===== src/logic/harness_pkg.sv =====
// Shared types and constants for the harness shell; the address map assumes non-overlapping regions
package harness_pkg;

  // ----------------------------------------
  // Widths and timing
  // ----------------------------------------
  localparam int unsigned DMI_ADDR_W            = 7;
  localparam int unsigned DMI_DATA_W            = 32;
  localparam int unsigned ADDR_W                = 64;
  localparam int unsigned EXIT_W                = 32;
  localparam int unsigned DMI_DELAY_CYCLES      = 500;
  localparam int unsigned TANDEM_TIMEOUT_CYCLES = 60;
  localparam int unsigned SYNC_STAGES           = 2;
  localparam int unsigned NR_SLAVES             = 6;

  localparam int unsigned DMI_DELAY_W = $clog2(DMI_DELAY_CYCLES + 1);
  localparam int unsigned WAIT_CNT_W  = $clog2(TANDEM_TIMEOUT_CYCLES + 1);

  typedef logic [DMI_DELAY_W-1:0] delay_cnt_t;
  typedef logic [WAIT_CNT_W-1:0]  wait_cnt_t;

  localparam delay_cnt_t DMI_DELAY_LOAD     = delay_cnt_t'(DMI_DELAY_CYCLES);
  localparam wait_cnt_t  TANDEM_TIMEOUT_MAX = wait_cnt_t'(TANDEM_TIMEOUT_CYCLES);

  // ----------------------------------------
  // Address map
  // ----------------------------------------
  localparam logic [ADDR_W-1:0] DEBUG_BASE = 64'h0000_0000;
  localparam logic [ADDR_W-1:0] DEBUG_LEN  = 64'h0000_1000;
  localparam logic [ADDR_W-1:0] ROM_BASE   = 64'h0001_0000;
  localparam logic [ADDR_W-1:0] ROM_LEN    = 64'h0001_0000;
  localparam logic [ADDR_W-1:0] CLINT_BASE = 64'h0200_0000;
  localparam logic [ADDR_W-1:0] CLINT_LEN  = 64'h000C_0000;
  localparam logic [ADDR_W-1:0] UART_BASE  = 64'h1000_0000;
  localparam logic [ADDR_W-1:0] UART_LEN   = 64'h0000_1000;
  localparam logic [ADDR_W-1:0] GPIO_BASE  = 64'h4000_0000;
  localparam logic [ADDR_W-1:0] GPIO_LEN   = 64'h0000_1000;
  localparam logic [ADDR_W-1:0] DRAM_BASE  = 64'h8000_0000;
  localparam logic [ADDR_W-1:0] DRAM_LEN   = 64'h4000_0000;

  // Index 0 is DEBUG, same order as slave_idx_e
  localparam logic [NR_SLAVES-1:0][ADDR_W-1:0] REGION_BASE = {
    DRAM_BASE, GPIO_BASE, UART_BASE, CLINT_BASE, ROM_BASE, DEBUG_BASE
  };
  localparam logic [NR_SLAVES-1:0][ADDR_W-1:0] REGION_LEN = {
    DRAM_LEN, GPIO_LEN, UART_LEN, CLINT_LEN, ROM_LEN, DEBUG_LEN
  };

  typedef enum logic [2:0] {
    SLV_DEBUG,
    SLV_ROM,
    SLV_CLINT,
    SLV_UART,
    SLV_GPIO,
    SLV_DRAM
  } slave_idx_e;

  typedef struct packed {
    logic       hit;
    slave_idx_e idx;
  } slave_sel_t;

  // ----------------------------------------
  // Debug module interface
  // ----------------------------------------
  typedef enum logic [1:0] {
    DMI_NOP   = 2'h0,
    DMI_READ  = 2'h1,
    DMI_WRITE = 2'h2
  } dmi_op_e;

  typedef struct packed {
    logic [DMI_ADDR_W-1:0] addr;
    dmi_op_e               op;
    logic [DMI_DATA_W-1:0] data;
  } dmi_req_t;

  // Outgoing bundle of one debug source
  typedef struct packed {
    dmi_req_t req;
    logic     req_valid;
    logic     resp_ready;
  } dmi_side_t;

  // End-of-test word, bit 0 flags completion
  typedef struct packed {
    logic [EXIT_W-2:0] code;
    logic              done;
  } exit_fields_t;

  typedef union packed {
    logic [EXIT_W-1:0] raw;
    exit_fields_t      f;
  } exit_word_u;

endpackage


===== src/logic/addr_decoder.sv =====
// Address map lookup with half-open ranges; an unmapped address gives hit low and index zero
`timescale 1ns/1ps

module addr_decoder (
  input  logic [harness_pkg::ADDR_W-1:0] addr_i,
  output harness_pkg::slave_sel_t        slave_sel_o
);

  logic [harness_pkg::NR_SLAVES-1:0] match;

  // One range compare per region
  for (genvar i = 0; i < harness_pkg::NR_SLAVES; i++) begin : g_match
    assign match[i] = (addr_i >= harness_pkg::REGION_BASE[i]) &&
                      (addr_i < harness_pkg::REGION_BASE[i] + harness_pkg::REGION_LEN[i]);
  end

  always_comb begin
    slave_sel_o.hit = 1'b0;
    slave_sel_o.idx = harness_pkg::SLV_DEBUG;
    for (int i = 0; i < harness_pkg::NR_SLAVES; i++) begin
      if (match[i]) begin
        slave_sel_o.hit = 1'b1;
        slave_sel_o.idx = harness_pkg::slave_idx_e'(i);
      end
    end
  end

  // Overlapping regions in the map would show up here
  always_comb begin : p_map_check
    a_single_match: assert final ($onehot0(match))
      else $error("address %h hits more than one region", addr_i);
  end

endmodule


===== src/logic/debug_delay_timer.sv =====
// Debug request blocked for DMI_DELAY_CYCLES edges after rst_ni release, then gated by enable
`timescale 1ns/1ps

module debug_delay_timer (
  input  logic clk_i,
  input  logic rst_ni,
  input  logic dm_debug_req_i,
  input  logic debug_enable_i,
  output logic core_debug_req_o
);

  harness_pkg::delay_cnt_t cnt_q;
  logic                    expired;

  // Boot window countdown, saturates at zero
  always_ff @(posedge clk_i or negedge rst_ni) begin
    if (!rst_ni) begin
      cnt_q <= harness_pkg::DMI_DELAY_LOAD;
    end else if (!expired) begin
      cnt_q <= cnt_q - 1'b1;
    end
  end

  assign expired = (cnt_q == '0);

  assign core_debug_req_o = expired & debug_enable_i & dm_debug_req_i;

  // Window must not reopen once counting has started
  a_cnt_monotonic: assert property (
    @(posedge clk_i) disable iff (!rst_ni)
    cnt_q <= $past(cnt_q)
  ) else $error("debug delay counter went up outside reset");

endmodule


===== src/logic/debug_source_sel.sv =====
// JTAG/DTM debug source select; jtag_enable_i is a static level, no switching mid-transfer
`timescale 1ns/1ps

module debug_source_sel (
  input  logic                   jtag_enable_i,
  input  harness_pkg::dmi_side_t jtag_side_i,
  input  harness_pkg::dmi_side_t dtm_side_i,
  input  logic                   dm_resp_valid_i,
  output harness_pkg::dmi_side_t dm_side_o,
  output logic                   jtag_resp_valid_o,
  output logic                   dtm_resp_valid_o,

  input  harness_pkg::exit_word_u jtag_exit_i,
  input  harness_pkg::exit_word_u rvfi_exit_i,
  output harness_pkg::exit_word_u exit_o
);

  // ----------------------------------------
  // Request path to the debug module
  // ----------------------------------------
  assign dm_side_o = jtag_enable_i ? jtag_side_i : dtm_side_i;

  // Response strobe back to the active source only
  assign jtag_resp_valid_o = jtag_enable_i & dm_resp_valid_i;
  assign dtm_resp_valid_o  = ~jtag_enable_i & dm_resp_valid_i;

  // ----------------------------------------
  // End-of-test word
  // ----------------------------------------
  assign exit_o = jtag_enable_i ? jtag_exit_i : rvfi_exit_i;

endmodule


===== src/logic/exit_fsm.sv =====
// End-of-test report; waits for tandem done at most TANDEM_TIMEOUT_CYCLES after tracer done
`timescale 1ns/1ps

module exit_fsm (
  input  logic                    clk_i,
  input  logic                    rst_ni,
  input  harness_pkg::exit_word_u tracer_exit_i,
  input  harness_pkg::exit_word_u tandem_exit_i,
  output harness_pkg::exit_word_u rvfi_exit_o
);

  typedef enum logic [1:0] {
    ST_RUN,
    ST_WAIT,
    ST_DONE
  } state_e;

  state_e                  state_q;
  state_e                  state_d;
  harness_pkg::wait_cnt_t  cnt_q;
  harness_pkg::exit_word_u word_q;
  logic                    release_now;

  assign release_now = tandem_exit_i.f.done || (cnt_q == harness_pkg::TANDEM_TIMEOUT_MAX);

  // ----------------------------------------
  // Next state
  // ----------------------------------------
  always_comb begin
    state_d = state_q;
    case (state_q)
      ST_RUN: begin
        if (tracer_exit_i.f.done) begin
          state_d = ST_WAIT;
        end
      end
      ST_WAIT: begin
        if (release_now) begin
          state_d = ST_DONE;
        end
      end
      default: state_d = ST_DONE;
    endcase
  end

  always_ff @(posedge clk_i or negedge rst_ni) begin
    if (!rst_ni) begin
      state_q <= ST_RUN;
      cnt_q   <= '0;
    end else begin
      state_q <= state_d;
      // Count only while waiting on the reference model
      if (state_q == ST_WAIT && !release_now) begin
        cnt_q <= cnt_q + 1'b1;
      end
    end
  end

  // Tracer word captured on its first done
  always_ff @(posedge clk_i) begin
    if (state_q == ST_RUN && tracer_exit_i.f.done) begin
      word_q <= tracer_exit_i;
    end
  end

  assign rvfi_exit_o = (state_q == ST_DONE) ? word_q : '0;

  a_done_sticky: assert property (
    @(posedge clk_i) disable iff (!rst_ni)
    state_q == ST_DONE |=> state_q == ST_DONE
  ) else $error("exit state machine left done without reset");

  a_cnt_bound: assert property (
    @(posedge clk_i) disable iff (!rst_ni)
    cnt_q <= harness_pkg::TANDEM_TIMEOUT_MAX
  ) else $error("tandem wait counter past its limit");

endmodule


===== src/logic/harness_top.sv =====
// Harness control shell on one clock; core, memories and the debug module sit outside
`timescale 1ns/1ps

module harness_top (
  input  logic                          clk_i,
  input  logic                          rst_ni,
  input  logic                          ndmreset_i,
  input  logic                          jtag_enable_i,
  input  logic                          debug_enable_i,
  input  harness_pkg::dmi_side_t        jtag_side_i,
  input  harness_pkg::dmi_side_t        dtm_side_i,
  input  logic                          dm_resp_valid_i,
  input  logic                          dm_debug_req_i,
  input  logic [harness_pkg::ADDR_W-1:0] bus_addr_i,
  input  harness_pkg::exit_word_u       tracer_exit_i,
  input  harness_pkg::exit_word_u       tandem_exit_i,
  input  harness_pkg::exit_word_u       jtag_exit_i,
  output logic                          core_rst_no,
  output logic                          core_debug_req_o,
  output harness_pkg::dmi_side_t        dm_side_o,
  output logic                          jtag_resp_valid_o,
  output logic                          dtm_resp_valid_o,
  output harness_pkg::slave_sel_t       slave_sel_o,
  output harness_pkg::exit_word_u       exit_o
);

  harness_pkg::exit_word_u rvfi_exit;

  // ----------------------------------------
  // Reset and debug request
  // ----------------------------------------
  reset_sync i_reset_sync (
    .clk_i       ( clk_i       ),
    .rst_ni      ( rst_ni      ),
    .ndmreset_i  ( ndmreset_i  ),
    .core_rst_no ( core_rst_no )
  );

  debug_delay_timer i_debug_delay_timer (
    .clk_i            ( clk_i            ),
    .rst_ni           ( rst_ni           ),
    .dm_debug_req_i   ( dm_debug_req_i   ),
    .debug_enable_i   ( debug_enable_i   ),
    .core_debug_req_o ( core_debug_req_o )
  );

  debug_source_sel i_debug_source_sel (
    .jtag_enable_i     ( jtag_enable_i     ),
    .jtag_side_i       ( jtag_side_i       ),
    .dtm_side_i        ( dtm_side_i        ),
    .dm_resp_valid_i   ( dm_resp_valid_i   ),
    .dm_side_o         ( dm_side_o         ),
    .jtag_resp_valid_o ( jtag_resp_valid_o ),
    .dtm_resp_valid_o  ( dtm_resp_valid_o  ),
    .jtag_exit_i       ( jtag_exit_i       ),
    .rvfi_exit_i       ( rvfi_exit         ),
    .exit_o            ( exit_o            )
  );

  addr_decoder i_addr_decoder (
    .addr_i      ( bus_addr_i  ),
    .slave_sel_o ( slave_sel_o )
  );

  exit_fsm i_exit_fsm (
    .clk_i         ( clk_i         ),
    .rst_ni        ( rst_ni        ),
    .tracer_exit_i ( tracer_exit_i ),
    .tandem_exit_i ( tandem_exit_i ),
    .rvfi_exit_o   ( rvfi_exit     )
  );

endmodule


===== src/logic/reset_sync.sv =====
// Core reset from harness reset and ndmreset; release takes SYNC_STAGES clock edges
`timescale 1ns/1ps

module reset_sync (
  input  logic clk_i,
  input  logic rst_ni,
  input  logic ndmreset_i,
  output logic core_rst_no
);

  logic [harness_pkg::SYNC_STAGES-1:0] sync_q;

  // Ones shift in once both resets are gone
  always_ff @(posedge clk_i or negedge rst_ni) begin
    if (!rst_ni) begin
      sync_q <= '0;
    end else if (ndmreset_i) begin
      sync_q <= '0;
    end else begin
      sync_q <= {sync_q[harness_pkg::SYNC_STAGES-2:0], 1'b1};
    end
  end

  assign core_rst_no = sync_q[harness_pkg::SYNC_STAGES-1];

  // ndmreset must hold the core in reset on the following cycle
  a_ndmreset_holds: assert property (
    @(posedge clk_i) disable iff (!rst_ni)
    $past(ndmreset_i) |-> !core_rst_no
  ) else $error("core reset released right after ndmreset");

endmodule

===== config.mk =====
export PLATFORM = sky130hd
export DESIGN_NAME = harness_top
export DESIGN_NICKNAME = d
export VERILOG_FILES = /design/src/logic/harness_pkg.sv /design/src/logic/addr_decoder.sv /design/src/logic/debug_delay_timer.sv /design/src/logic/debug_source_sel.sv /design/src/logic/exit_fsm.sv /design/src/logic/harness_top.sv /design/src/logic/reset_sync.sv
export SDC_FILE = /design/constraint.sdc
export NUM_CORES = 1
export LEC_CHECK = 0
export ABC_AREA = 1
export CAP_MARGIN = 20
export CORE_AREA = 2 2 131 133
export DETAILED_ROUTE_END_ITERATION = 8
export DIE_AREA = 0 0 133 135
export DONT_BUFFER_PORTS = 1
export HOLD_SLACK_MARGIN = 0.06
export PLACE_DENSITY = 0.45
export SYNTH_ARGS = -nofsm -noshare
export SYNTH_HDL_FRONTEND = slang
export SYNTH_HIERARCHICAL = 1
export SYNTH_SLANG_ARGS = --single-unit

===== constraint.sdc =====
create_clock -name clk_i -period 2.95 [get_ports clk_i]
set_input_delay 0.885 -clock clk_i [delete_from_list [all_inputs] [get_ports clk_i]]
set_output_delay 0.885 -clock clk_i [all_outputs]
set_load 0.02 [all_outputs]

## Word level (Yosys, flattened, before mapping)

Cells that the tools add are included.

- RAM bits: 0
- Bits in registers: 51
- Word-level logic and storage cells: 55
- Output and inout bits: 83
- Bits in latches: 0
- ROM bits: 0
- Input port bits: 253
- Memories kept: 0

- $lt $le $gt $ge: 12
- Muxes and demuxes: 13
- Eq/ne operators: 5
- Shift-type cells: 0
- Divide/modulo/power cells: 0
- Bitwise operators: 5
- Multiply operators: 0
- Add/sub/neg operators: 2
- Reductions and logical operators: 13

Operators by type and width:

| cell | number |
|---|---|
| $ge A64 B1 Y1 const B | 1 |
| $ge A64 B17 Y1 const B | 1 |
| $ge A64 B26 Y1 const B | 1 |
| $ge A64 B29 Y1 const B | 1 |
| $ge A64 B31 Y1 const B | 1 |
| $ge A64 B32 Y1 const B | 1 |
| $lt A64 B13 Y1 const B | 1 |
| $lt A64 B18 Y1 const B | 1 |
| $lt A64 B26 Y1 const B | 1 |
| $lt A64 B29 Y1 const B | 1 |
| $lt A64 B31 Y1 const B | 1 |
| $lt A64 B32 Y1 const B | 1 |
| $mux W32 | 2 |
| $mux W43 | 1 |
| $mux W4 | 6 |
| $logic_not A9 Y1 | 1 |
| $sub A9 B1 Y9 const B | 1 |
| $logic_and A1 B1 Y1 | 8 |
| $add A6 B1 Y6 const B | 1 |
| $eq A6 B6 Y1 const B | 1 |
| $mux W2 | 3 |
| $and A1 B1 Y1 | 4 |
| $pmux W2 S2 | 1 |
| $eq A2 B1 Y1 const B | 1 |
| 8 further kinds | 8 |

## Longest topological paths before layout

Gate-level depths: netlist (run 1).

- Depth in word-level cells: 8
- Depth in mapped cells: 9

## Modules after synthesis

The synthesis (run 1) kept the hierarchy.

By module, submodules not included:

| module | sequential area each (um^2) | cells an instance | times used | area an instance (um^2) |
|---|---|---|---|---|
| exit_fsm | 1161.1 | 158 | 1 | 1707.9 |
| debug_source_sel | 0.0 | 247 | 1 | 993.5 |
| debug_delay_timer | 232.7 | 68 | 1 | 508.0 |
| addr_decoder | 0.0 | 89 | 1 | 386.6 |
| reset_sync | 50.0 | 5 | 1 | 63.8 |

## Least setup slack after synthesis (run 1)

OpenSTA, ideal clock, no wires.

- Path kind: input-to-reg
- From: input port tracer_exit_i[0] (netlist bit)
- To: register i_exit_fsm/word_q[0] (netlist bit), enable pin
- Path slack: 0.247 ns
- Stages on the path: 2
- Data arrival time: 2.281 ns
- Path buffers: 0
- Required time: 2.529 ns
- Cells stage by stage: inv_1 > nor2_1

- Word-level cells in the longest chain between the ends: 1

Ends and longest elaborated chain:

| element | line | source |
|---|---|---|
| start: declaration | harness_top.sv:15 | `input harness_pkg::exit_word_u tracer_exit_i,` |
| $logic_and A1 B1 Y1 | exit_fsm.sv:61 | `if (state_q == ST_RUN && tracer_exit_i.f.done) begin` |
| end signal: assignment | exit_fsm.sv:62 | `word_q <= tracer_exit_i;` |
| end: declaration | exit_fsm.sv:21 | `harness_pkg::exit_word_u word_q;` |

No other way between the ends.
A chain may end at the register's enable or synchronous reset.

==> results of run 1 <==
## layer usage
| layer | GRT usage (%) | up-vias |
|---|---|---|
| met5 | 0 | - |
| met2 | 25.4 | 163 |
| met3 | 4.05 | 31 |
| li1 | - | 1684 |
| met1 | 13.5 | 1494 |
| met4 | 7.11 | 2 |
## worst paths after layout
| check | end | slack, ns | cells after the start |
|---|---|---|---|
| worst max-delay path | slave_sel_o[3] | 0.18 | 9 |
| worst min-delay path | i_reset_sync/sync_q[0]$_DFF_PN0_ | 0.28 | 0 |
| worst max register to register | i_exit_fsm/word_q[18]$_DFFE_PP_ | 1.53 | 4 |
| worst min register to register | i_reset_sync/sync_q[1]$_DFF_PN0_ | 0.48 | 2 |
| max in group asynchronous | i_debug_delay_timer/cnt_q[4]$_DFFE_PN1P_ | 2.49 | 0 |
| min in group clk_i | i_reset_sync/sync_q[1]$_DFF_PN0_ | 0.48 | 2 |
## cell type report
| cell class | instances | area, sq um | share of cell area (%) |
|---|---|---|---|
| repair buffers | 17 | 178 | 4.35 |
| clock buffers | 5 | 125 | 3.06 |
| flip-flops and latches | 51 | 1440 | 35.3 |
| well taps | 220 | 275 | 6.73 |
| clock inverters | 3 | 18.8 | 0.459 |
| inverters | 70 | 264 | 6.46 |
| multi-input cells | 425 | 1780 | 43.6 |
## flip-flops by register name (all words and copies together) (netlist names)
name / cells
i_exit_fsm/word_q: 32
i_exit_fsm/state_q: 2
i_reset_sync/sync_q: 2
i_exit_fsm/cnt_q: 6
i_debug_delay_timer/cnt_q: 9
## stage by stage
step | util, % | hold slack (ns) | power [W] | area [sq um] | worst slack, ns
after global placement | 24.0 | 0.447 | 0.00105 | 3950 | 0.137
final | 24.9 | 0.281 | 0.00161 | 4090 | 0.180
after floorplan | - | 0.433 | 0.00100 | 3660 | 0.247
after detailed placement | 24.0 | 0.472 | 0.00105 | 3950 | 0.122
after global routing | 24.9 | 0.261 | 0.00168 | 4090 | 0.0506
after CTS | 24.9 | 0.267 | 0.00164 | 4090 | 0.126
## cell families after synthesis
kind of cell	count (synthesis)
and+or+nand+nor	411
buffers and inverters	91
DFF	51
AOI/OAI and AO/OA	8
xor gates and xnor gates	3
adders and majority gates	3
## report_power, final
group	leakage (nW)	total (W)	switching [W]	internal, W
clock network	0.0740	0.000574	0.000260	0.000315
logic	1.52	0.000269	0.000203	0.0000660
registers	0.522	0.000763	0.00000138	0.000762
## cell usage in the layout (no fill, tap or decap)
cell type and n:
nand2_2 5, xor2_1 1, nand3b_1 1, inv_1 66, nand4_1 3, inv_6 1
nand3_1 11, dfstp_2 6, clkinv_2 3, nor2_4 5, nand2_1 294, nand3_2 1
ha_1 3, buf_4 13, xnor2_1 2, or2_2 1, o21ai_0 3, nor2_2 15
nor3_1 2, o21ai_2 1, inv_2 3, a21oi_1 2, or2_1 1, nor2_1 71
buf_12 4, nand2_4 1, edfxtp_1 32, dfrtp_1 13, clkbuf_16 5, o21ai_1 2
==> metrics.md, run 1 <==
| Metric | Value |
|---|---|
| First-pass GRT wire length | `between 15 and 20 mm` |
| Dpl cells | `between 700 and 800` |
| Number of port buffers | `0` |
| Synth cell types | `30` |
| Met3 wire len | `1.11 mm` |
| Synth top area share | `a little under a third` |
| Die area | `roughly 0.018 sq mm` |
| Buffers and inverters on the worst path | `1` |
| Final GP Congestion | `between 0.9 and 1` |
| Adder-Cell Fraction of Synth Area | `between 1 and 1.5%` |
| Max Buffers Root-to-Sink | `2` |
| Largest net degree at the start of global routing | `79` |
| DR pass1 iterations | `5` |
| Gr ovfl total | `0` |
| Clock root buffer | `clkbuf_16` |
| Most frequent cells after synthesis | `nand2_1, nor2_1, inv_1` |
| Maximum vdd ir drop | `about 0.25 mV` |
| Clk Latency, worst-skew pair | `about 0.29 ns` |
| Setup TNS | `0 ns` |
| GRT Overall Usage | `between 10 and 15%` |
| Worst r2r src | `i_exit_fsm/state_q[1]$_DFFE_PN0P_` |
| F_max | `between 300 and 400 MHz` |
| Synth Flop Type | `edfxtp_1` |
| Dominant cells by area after synthesis | `nand2_1, edfxtp_1, dfrtp_1` |
| Critical path capture point type | `output port` |
| Count of pins over their slew limit | `0` |
| # fillers | `between 1500 and 2000` |
| DPL Wire Length | `11.1 mm` |
| Post-synth EDFFs | `32` |
| Largest family of logic cells by synthesized area | `simple AND/OR/NAND/NOR gates` |
| P per Cell Area | `between 300 and 400 mW/mm^2` |
| Post-Syn Instances | `~570` |
| Detailed-route via count | `about 3400` |
| Post-Layout Cell Count | `791` |
| Simple-gate share of the synthesized area | `45.6%` |
| Routed length on met1 | `roughly 4.4 mm` |
| # nets final | `~830` |
| Worst Setup SP | `bus_addr_i[47]` |
| Initial antenna violation count | `1` |
| CP cell instances | `nor2_1 > nand2_1 > nor2_1 > nand2_1 > nor2_4 > nand3_1 > nand2_2 > inv_2 > nand2_2` |
| Final Hold Vio Count | `0` |
| CTS Buf Count | `5` |
| Avg Cell Area, Syn | `6.45 sq um` |
| Number of synthesized register bits | `51` |
| Postcts setup bufs | `0` |
| Slew HR | `68.8%` |
| Initial Utilization | `between 20% and 30%` |
| Status | `finished, final reports clean` |
| Final wirelength | `12.9 mm` |
| CP top delay family | `simple AND/OR/NAND/NOR gates` |
| Maxcap violations | `0` |
| Area growth syn-to-layout | `11.7%` |
| Fraction of layout cells with a size suffix above 1 | `between 10% and 20%` |
| Met2 wire len | `about 6.8 mm` |
| HP Class | `input pin to async pin` |
| Clk sink count | `51` |
| IO Count | `between 300 and 400` |
| Via density | `around 4.3` |
| Area leader, netlist | `nand2_1` |
| Vias in the first global route | `approximately 3200` |
| Initial DRC Count | `154` |
| Die H | `about 140 um` |
| Reg clk slew, reported paths | `approximately 0.070 ns` |
| CTS tree | `yes` |
| CTS resizes | `0` |
| Crit share post-route | `approximately 94%` |
| WL per Instance | `between 15 and 20 um` |
| RSZ-0062 raised after global routing | `no` |
| LEAKAGE | `2.12 nW` |
| CP required | `2.07 ns` |
| Worst-margin pin slew | `between 0.4 and 0.5 ns` |
| Top-count cell post-synth | `nand2_1` |
| Ys async rst share | `between 30% and 40%` |
| H-tree depth | `2` |
| Worst Path Arrival | `~1.9 ns` |
| Die X | `about 130 um` |
| Complex-gate fraction of the synthesized area | `under 10%` |
| Crit-path max FO | `6` |
| Finish-stage setup viols | `0` |
| Post-Syn Nets | `between 800 and 900` |
| Register area share after synthesis | `~39%` |
| Hold buffer count at CTS | `0` |
| CP Launch Type | `input pin` |
| Minimum clock period | `2.77 ns` |
| Crit path kind | `input pin to output port` |
| CP max stage delay | `around 0.17 ns` |
| Max layer used | `met5` |
| Post-synthesis mux area share | `0%` |
| # DRC | `0` |
| Post-synthesis xor/xnor area fraction | `less than 1%` |
| Worst Skew | `~0.0045 ns` |
| Ant. Diodes | `0` |
| Warnings from Yosys | `6` |
| Rows | `47` |
| ANT nets after route | `0` |
| Crit-path slowest cell | `nor2_4` |
| Core box area | `about 0.016 sq mm` |
| Post-synthesis instance area | `0.00366 sq mm` |
No activity file was read; power rests on OpenSTA's default activity.
==> run 2, diff against run 1 <==
- PLACE_DENSITY: 0.45 -> 0.39
==> metrics.md, run 2 (synthesis results as in run 1) <==
| Metric | Value |
|---|---|
| Crit-path max FO | `78 (+72)` |
| Fraction of layout cells with a size suffix above 1 | `10.9% (-0.31 points)` |
| Max Buffers Root-to-Sink | `2 (unchanged)` |
| # fillers | `1860 (+0.65%)` |
| Gr ovfl total | `0 (unchanged)` |
| Crit-path slowest cell | `buf_12` |
| Initial DRC Count | `166 (+7.8%)` |
| Met2 GRT Util | `27.5% (+2.0 points)` |
| Reg with most FFs | `i_exit_fsm/word_q` |
| Initial Utilization | `22.3% (unchanged)` |
| CP top delay family | `buffers and inverters` |
| Critical path capture point type | `output port` |
| Hold buffer count at CTS | `0 (unchanged)` |
| DPL Wire Length | `10.8 mm (-2.3%)` |
| Core box area | `0.0164 sq mm (unchanged)` |
| Post-Layout Cell Count | `789 (-0.25%)` |
| CP required | `2.07 ns (about the same)` |
| Minimum clock period | `2.70 ns (-0.0711 ns)` |
| Top flop regs | `i_exit_fsm/word_q (32), i_debug_delay_timer/cnt_q (9), i_exit_fsm/cnt_q (6)` |
| Vias in the first global route | `3087 (-3.7%)` |
| Commonest non-fill, non-tap cell in the layout | `nand2_1` |
| CP Launch Type | `input pin` |
| Clk Latency, worst-skew pair | `0.30 ns (about the same)` |
| Postcts setup bufs | `0 (unchanged)` |
| # nets final | `824 (-0.24%)` |
| CP max stage delay | `0.26 ns (+0.09 ns)` |
| Final GP Congestion | `0.875 (-3.4%)` |
| Met3 global-route usage | `3.19% (-0.86 points)` |
| Die H | `135 um (unchanged)` |
| Detailed-route via count | `3433 (+1.7%)` |
| Final wirelength | `13.0 mm (+0.50%)` |
| WL per Instance | `16.5 um (+0.75%)` |
| Die X | `133 um (unchanged)` |
| Buffers and inverters on the worst path | `2 (+1)` |
| Status | `finished, final reports clean` |
| GRT Overall Usage | `13.4% (-0.18 points)` |
| CTS resizes | `0 (unchanged)` |
| Gr busiest metal | `met2` |
| ANT nets after route | `0 (unchanged)` |
| P per Cell Area | `396 mW/mm^2 (+0.75%)` |
| Crit path kind | `input pin to output port` |
| Area growth syn-to-layout | `11.8% (about the same)` |
| RSZ-0062 raised after global routing | `no` |
| CTS Buf Count | `5 (unchanged)` |
| GR Util met1 | `12.6% (-0.89 points)` |
| Number of port buffers | `0 (unchanged)` |
| Dpl cells | `781 (-0.26%)` |
| Reg clk slew, reported paths | `0.08 ns (about the same)` |
| Setup TNS | `0 ns (unchanged)` |
| Clock root buffer | `clkbuf_16` |
| LEAKAGE | `2.11 nW (-0.30%)` |
| Initial antenna violation count | `0 (-1)` |
| Die area | `0.0180 sq mm (unchanged)` |
| Clk sink count | `51 (unchanged)` |
| Maximum vdd ir drop | `0.194 mV (-23%)` |
| # DRC | `0 (unchanged)` |
| Commonest non-fill, non-tap cells in the layout | `nand2_1, nor2_1, inv_1, edfxtp_1, nor2_2` |
| Fin Hold WS | `0.274 ns (-0.00677 ns)` |
| Crit path top cell by count | `nand2_1` |
| Finish-stage setup viols | `0 (unchanged)` |
| H-tree depth | `2 (unchanged)` |
| Worst Path Arrival | `1.81 ns (-0.07 ns)` |
| Maxcap violations | `0 (unchanged)` |
| IO Count | `336 (unchanged)` |
| Count of pins over their slew limit | `0 (unchanged)` |
| Final Hold Vio Count | `0 (unchanged)` |
| DR pass1 iterations | `4 (-1)` |
| Ant. Diodes | `0 (unchanged)` |
| Worst-margin pin slew | `0.479 ns (+0.0102 ns)` |
| Slew HR | `68.1% (-0.68 points)` |
| Max reg flops | `32 (unchanged)` |
| First-pass GRT wire length | `17.7 mm (-2.6%)` |
| Finished Core Util | `24.9% (about the same)` |
| Rows | `47 (unchanged)` |
| Largest net degree at the start of global routing | `79 (unchanged)` |
| Crit share post-route | `91.5% (-2.4 points)` |
| HP Class | `input pin to async pin` |
| CTS tree | `yes` |
| CP cell instances | `inv_2 > buf_12 > nand2_1 > nand2_1` |
| Via density | `4.35 (+2.0%)` |
| Worst Skew | `0.0125 ns (+0.00802 ns)` |
| F_max | `371 MHz (+2.6%)` |
==> run 2: cell types whose count changed in the layout (fill, tap and decap cells not counted), sizes merged <==
cell	previous run	this run
buf	17	15
==> run 2: worst paths after layout <==
check | from | to | slack, ns | cells past startpoint
hold / removal | rst_ni | i_exit_fsm/cnt_q[2]$_DFFE_PN0P_ | 0.27 | 0
min in group clk_i | i_reset_sync/sync_q[0]$_DFF_PN0_ | i_reset_sync/sync_q[1]$_DFF_PN0_ | 0.46 | 2
setup / recovery | jtag_enable_i | dm_side_o[22] | 0.25 | 4
setup reg to reg | i_exit_fsm/state_q[0]$_DFFE_PN0P_ | i_exit_fsm/word_q[22]$_DFFE_PP_ | 1.47 | 4
hold reg to reg | i_reset_sync/sync_q[0]$_DFF_PN0_ | i_reset_sync/sync_q[1]$_DFF_PN0_ | 0.46 | 2
max in group asynchronous | rst_ni | i_debug_delay_timer/cnt_q[7]$_DFFE_PN1P_ | 2.50 | 0
==> run 2: through the flow <==
step	worst slack, ns	area, sq um	total power [W]
after floorplan	0.247	3660	0.00100
after global placement	0.263	3940	0.00105
after detailed placement	0.256	3940	0.00105
after CTS	0.253	4090	0.00165
after global routing	0.169	4090	0.00169
final	0.251	4090	0.00162
==> run 2: power breakdown <==
part	switching (W)	total (W)	internal, W
sequential	0.00000139	0.000763	0.000762
combinational	0.000201	0.000264	0.0000632
clock	0.000274	0.000592	0.000318
==> run 2: routing by layer <==
metal / share of wire (%) / up-vias
met5: 0 / -
met4: 3.1 / 0
met3: 7.2 / 18
met2: 57 / 176
met1: 33 / 1558
li1: - / 1681
==> run 2: area by class of cell <==
cell class	instances	area (sq um)	share of cell area, %
Multi-Input combinational cell	425	1780	43.6
Sequential cell	51	1440	35.3
Tap cell	220	275	6.73
Inverter	70	264	6.45
Timing Repair Buffer	15	175	4.28
Clock buffer	5	125	3.06
Clock inverter	3	22.5	0.551
==> run 2: worst reg2reg max path, stage by stage (launching register included) <==
cell	delay [ns]
dfrtp_1	0.39
nor2_1	0.13
inv_1	0.09
nor2_4	0.32
buf_12	0.24
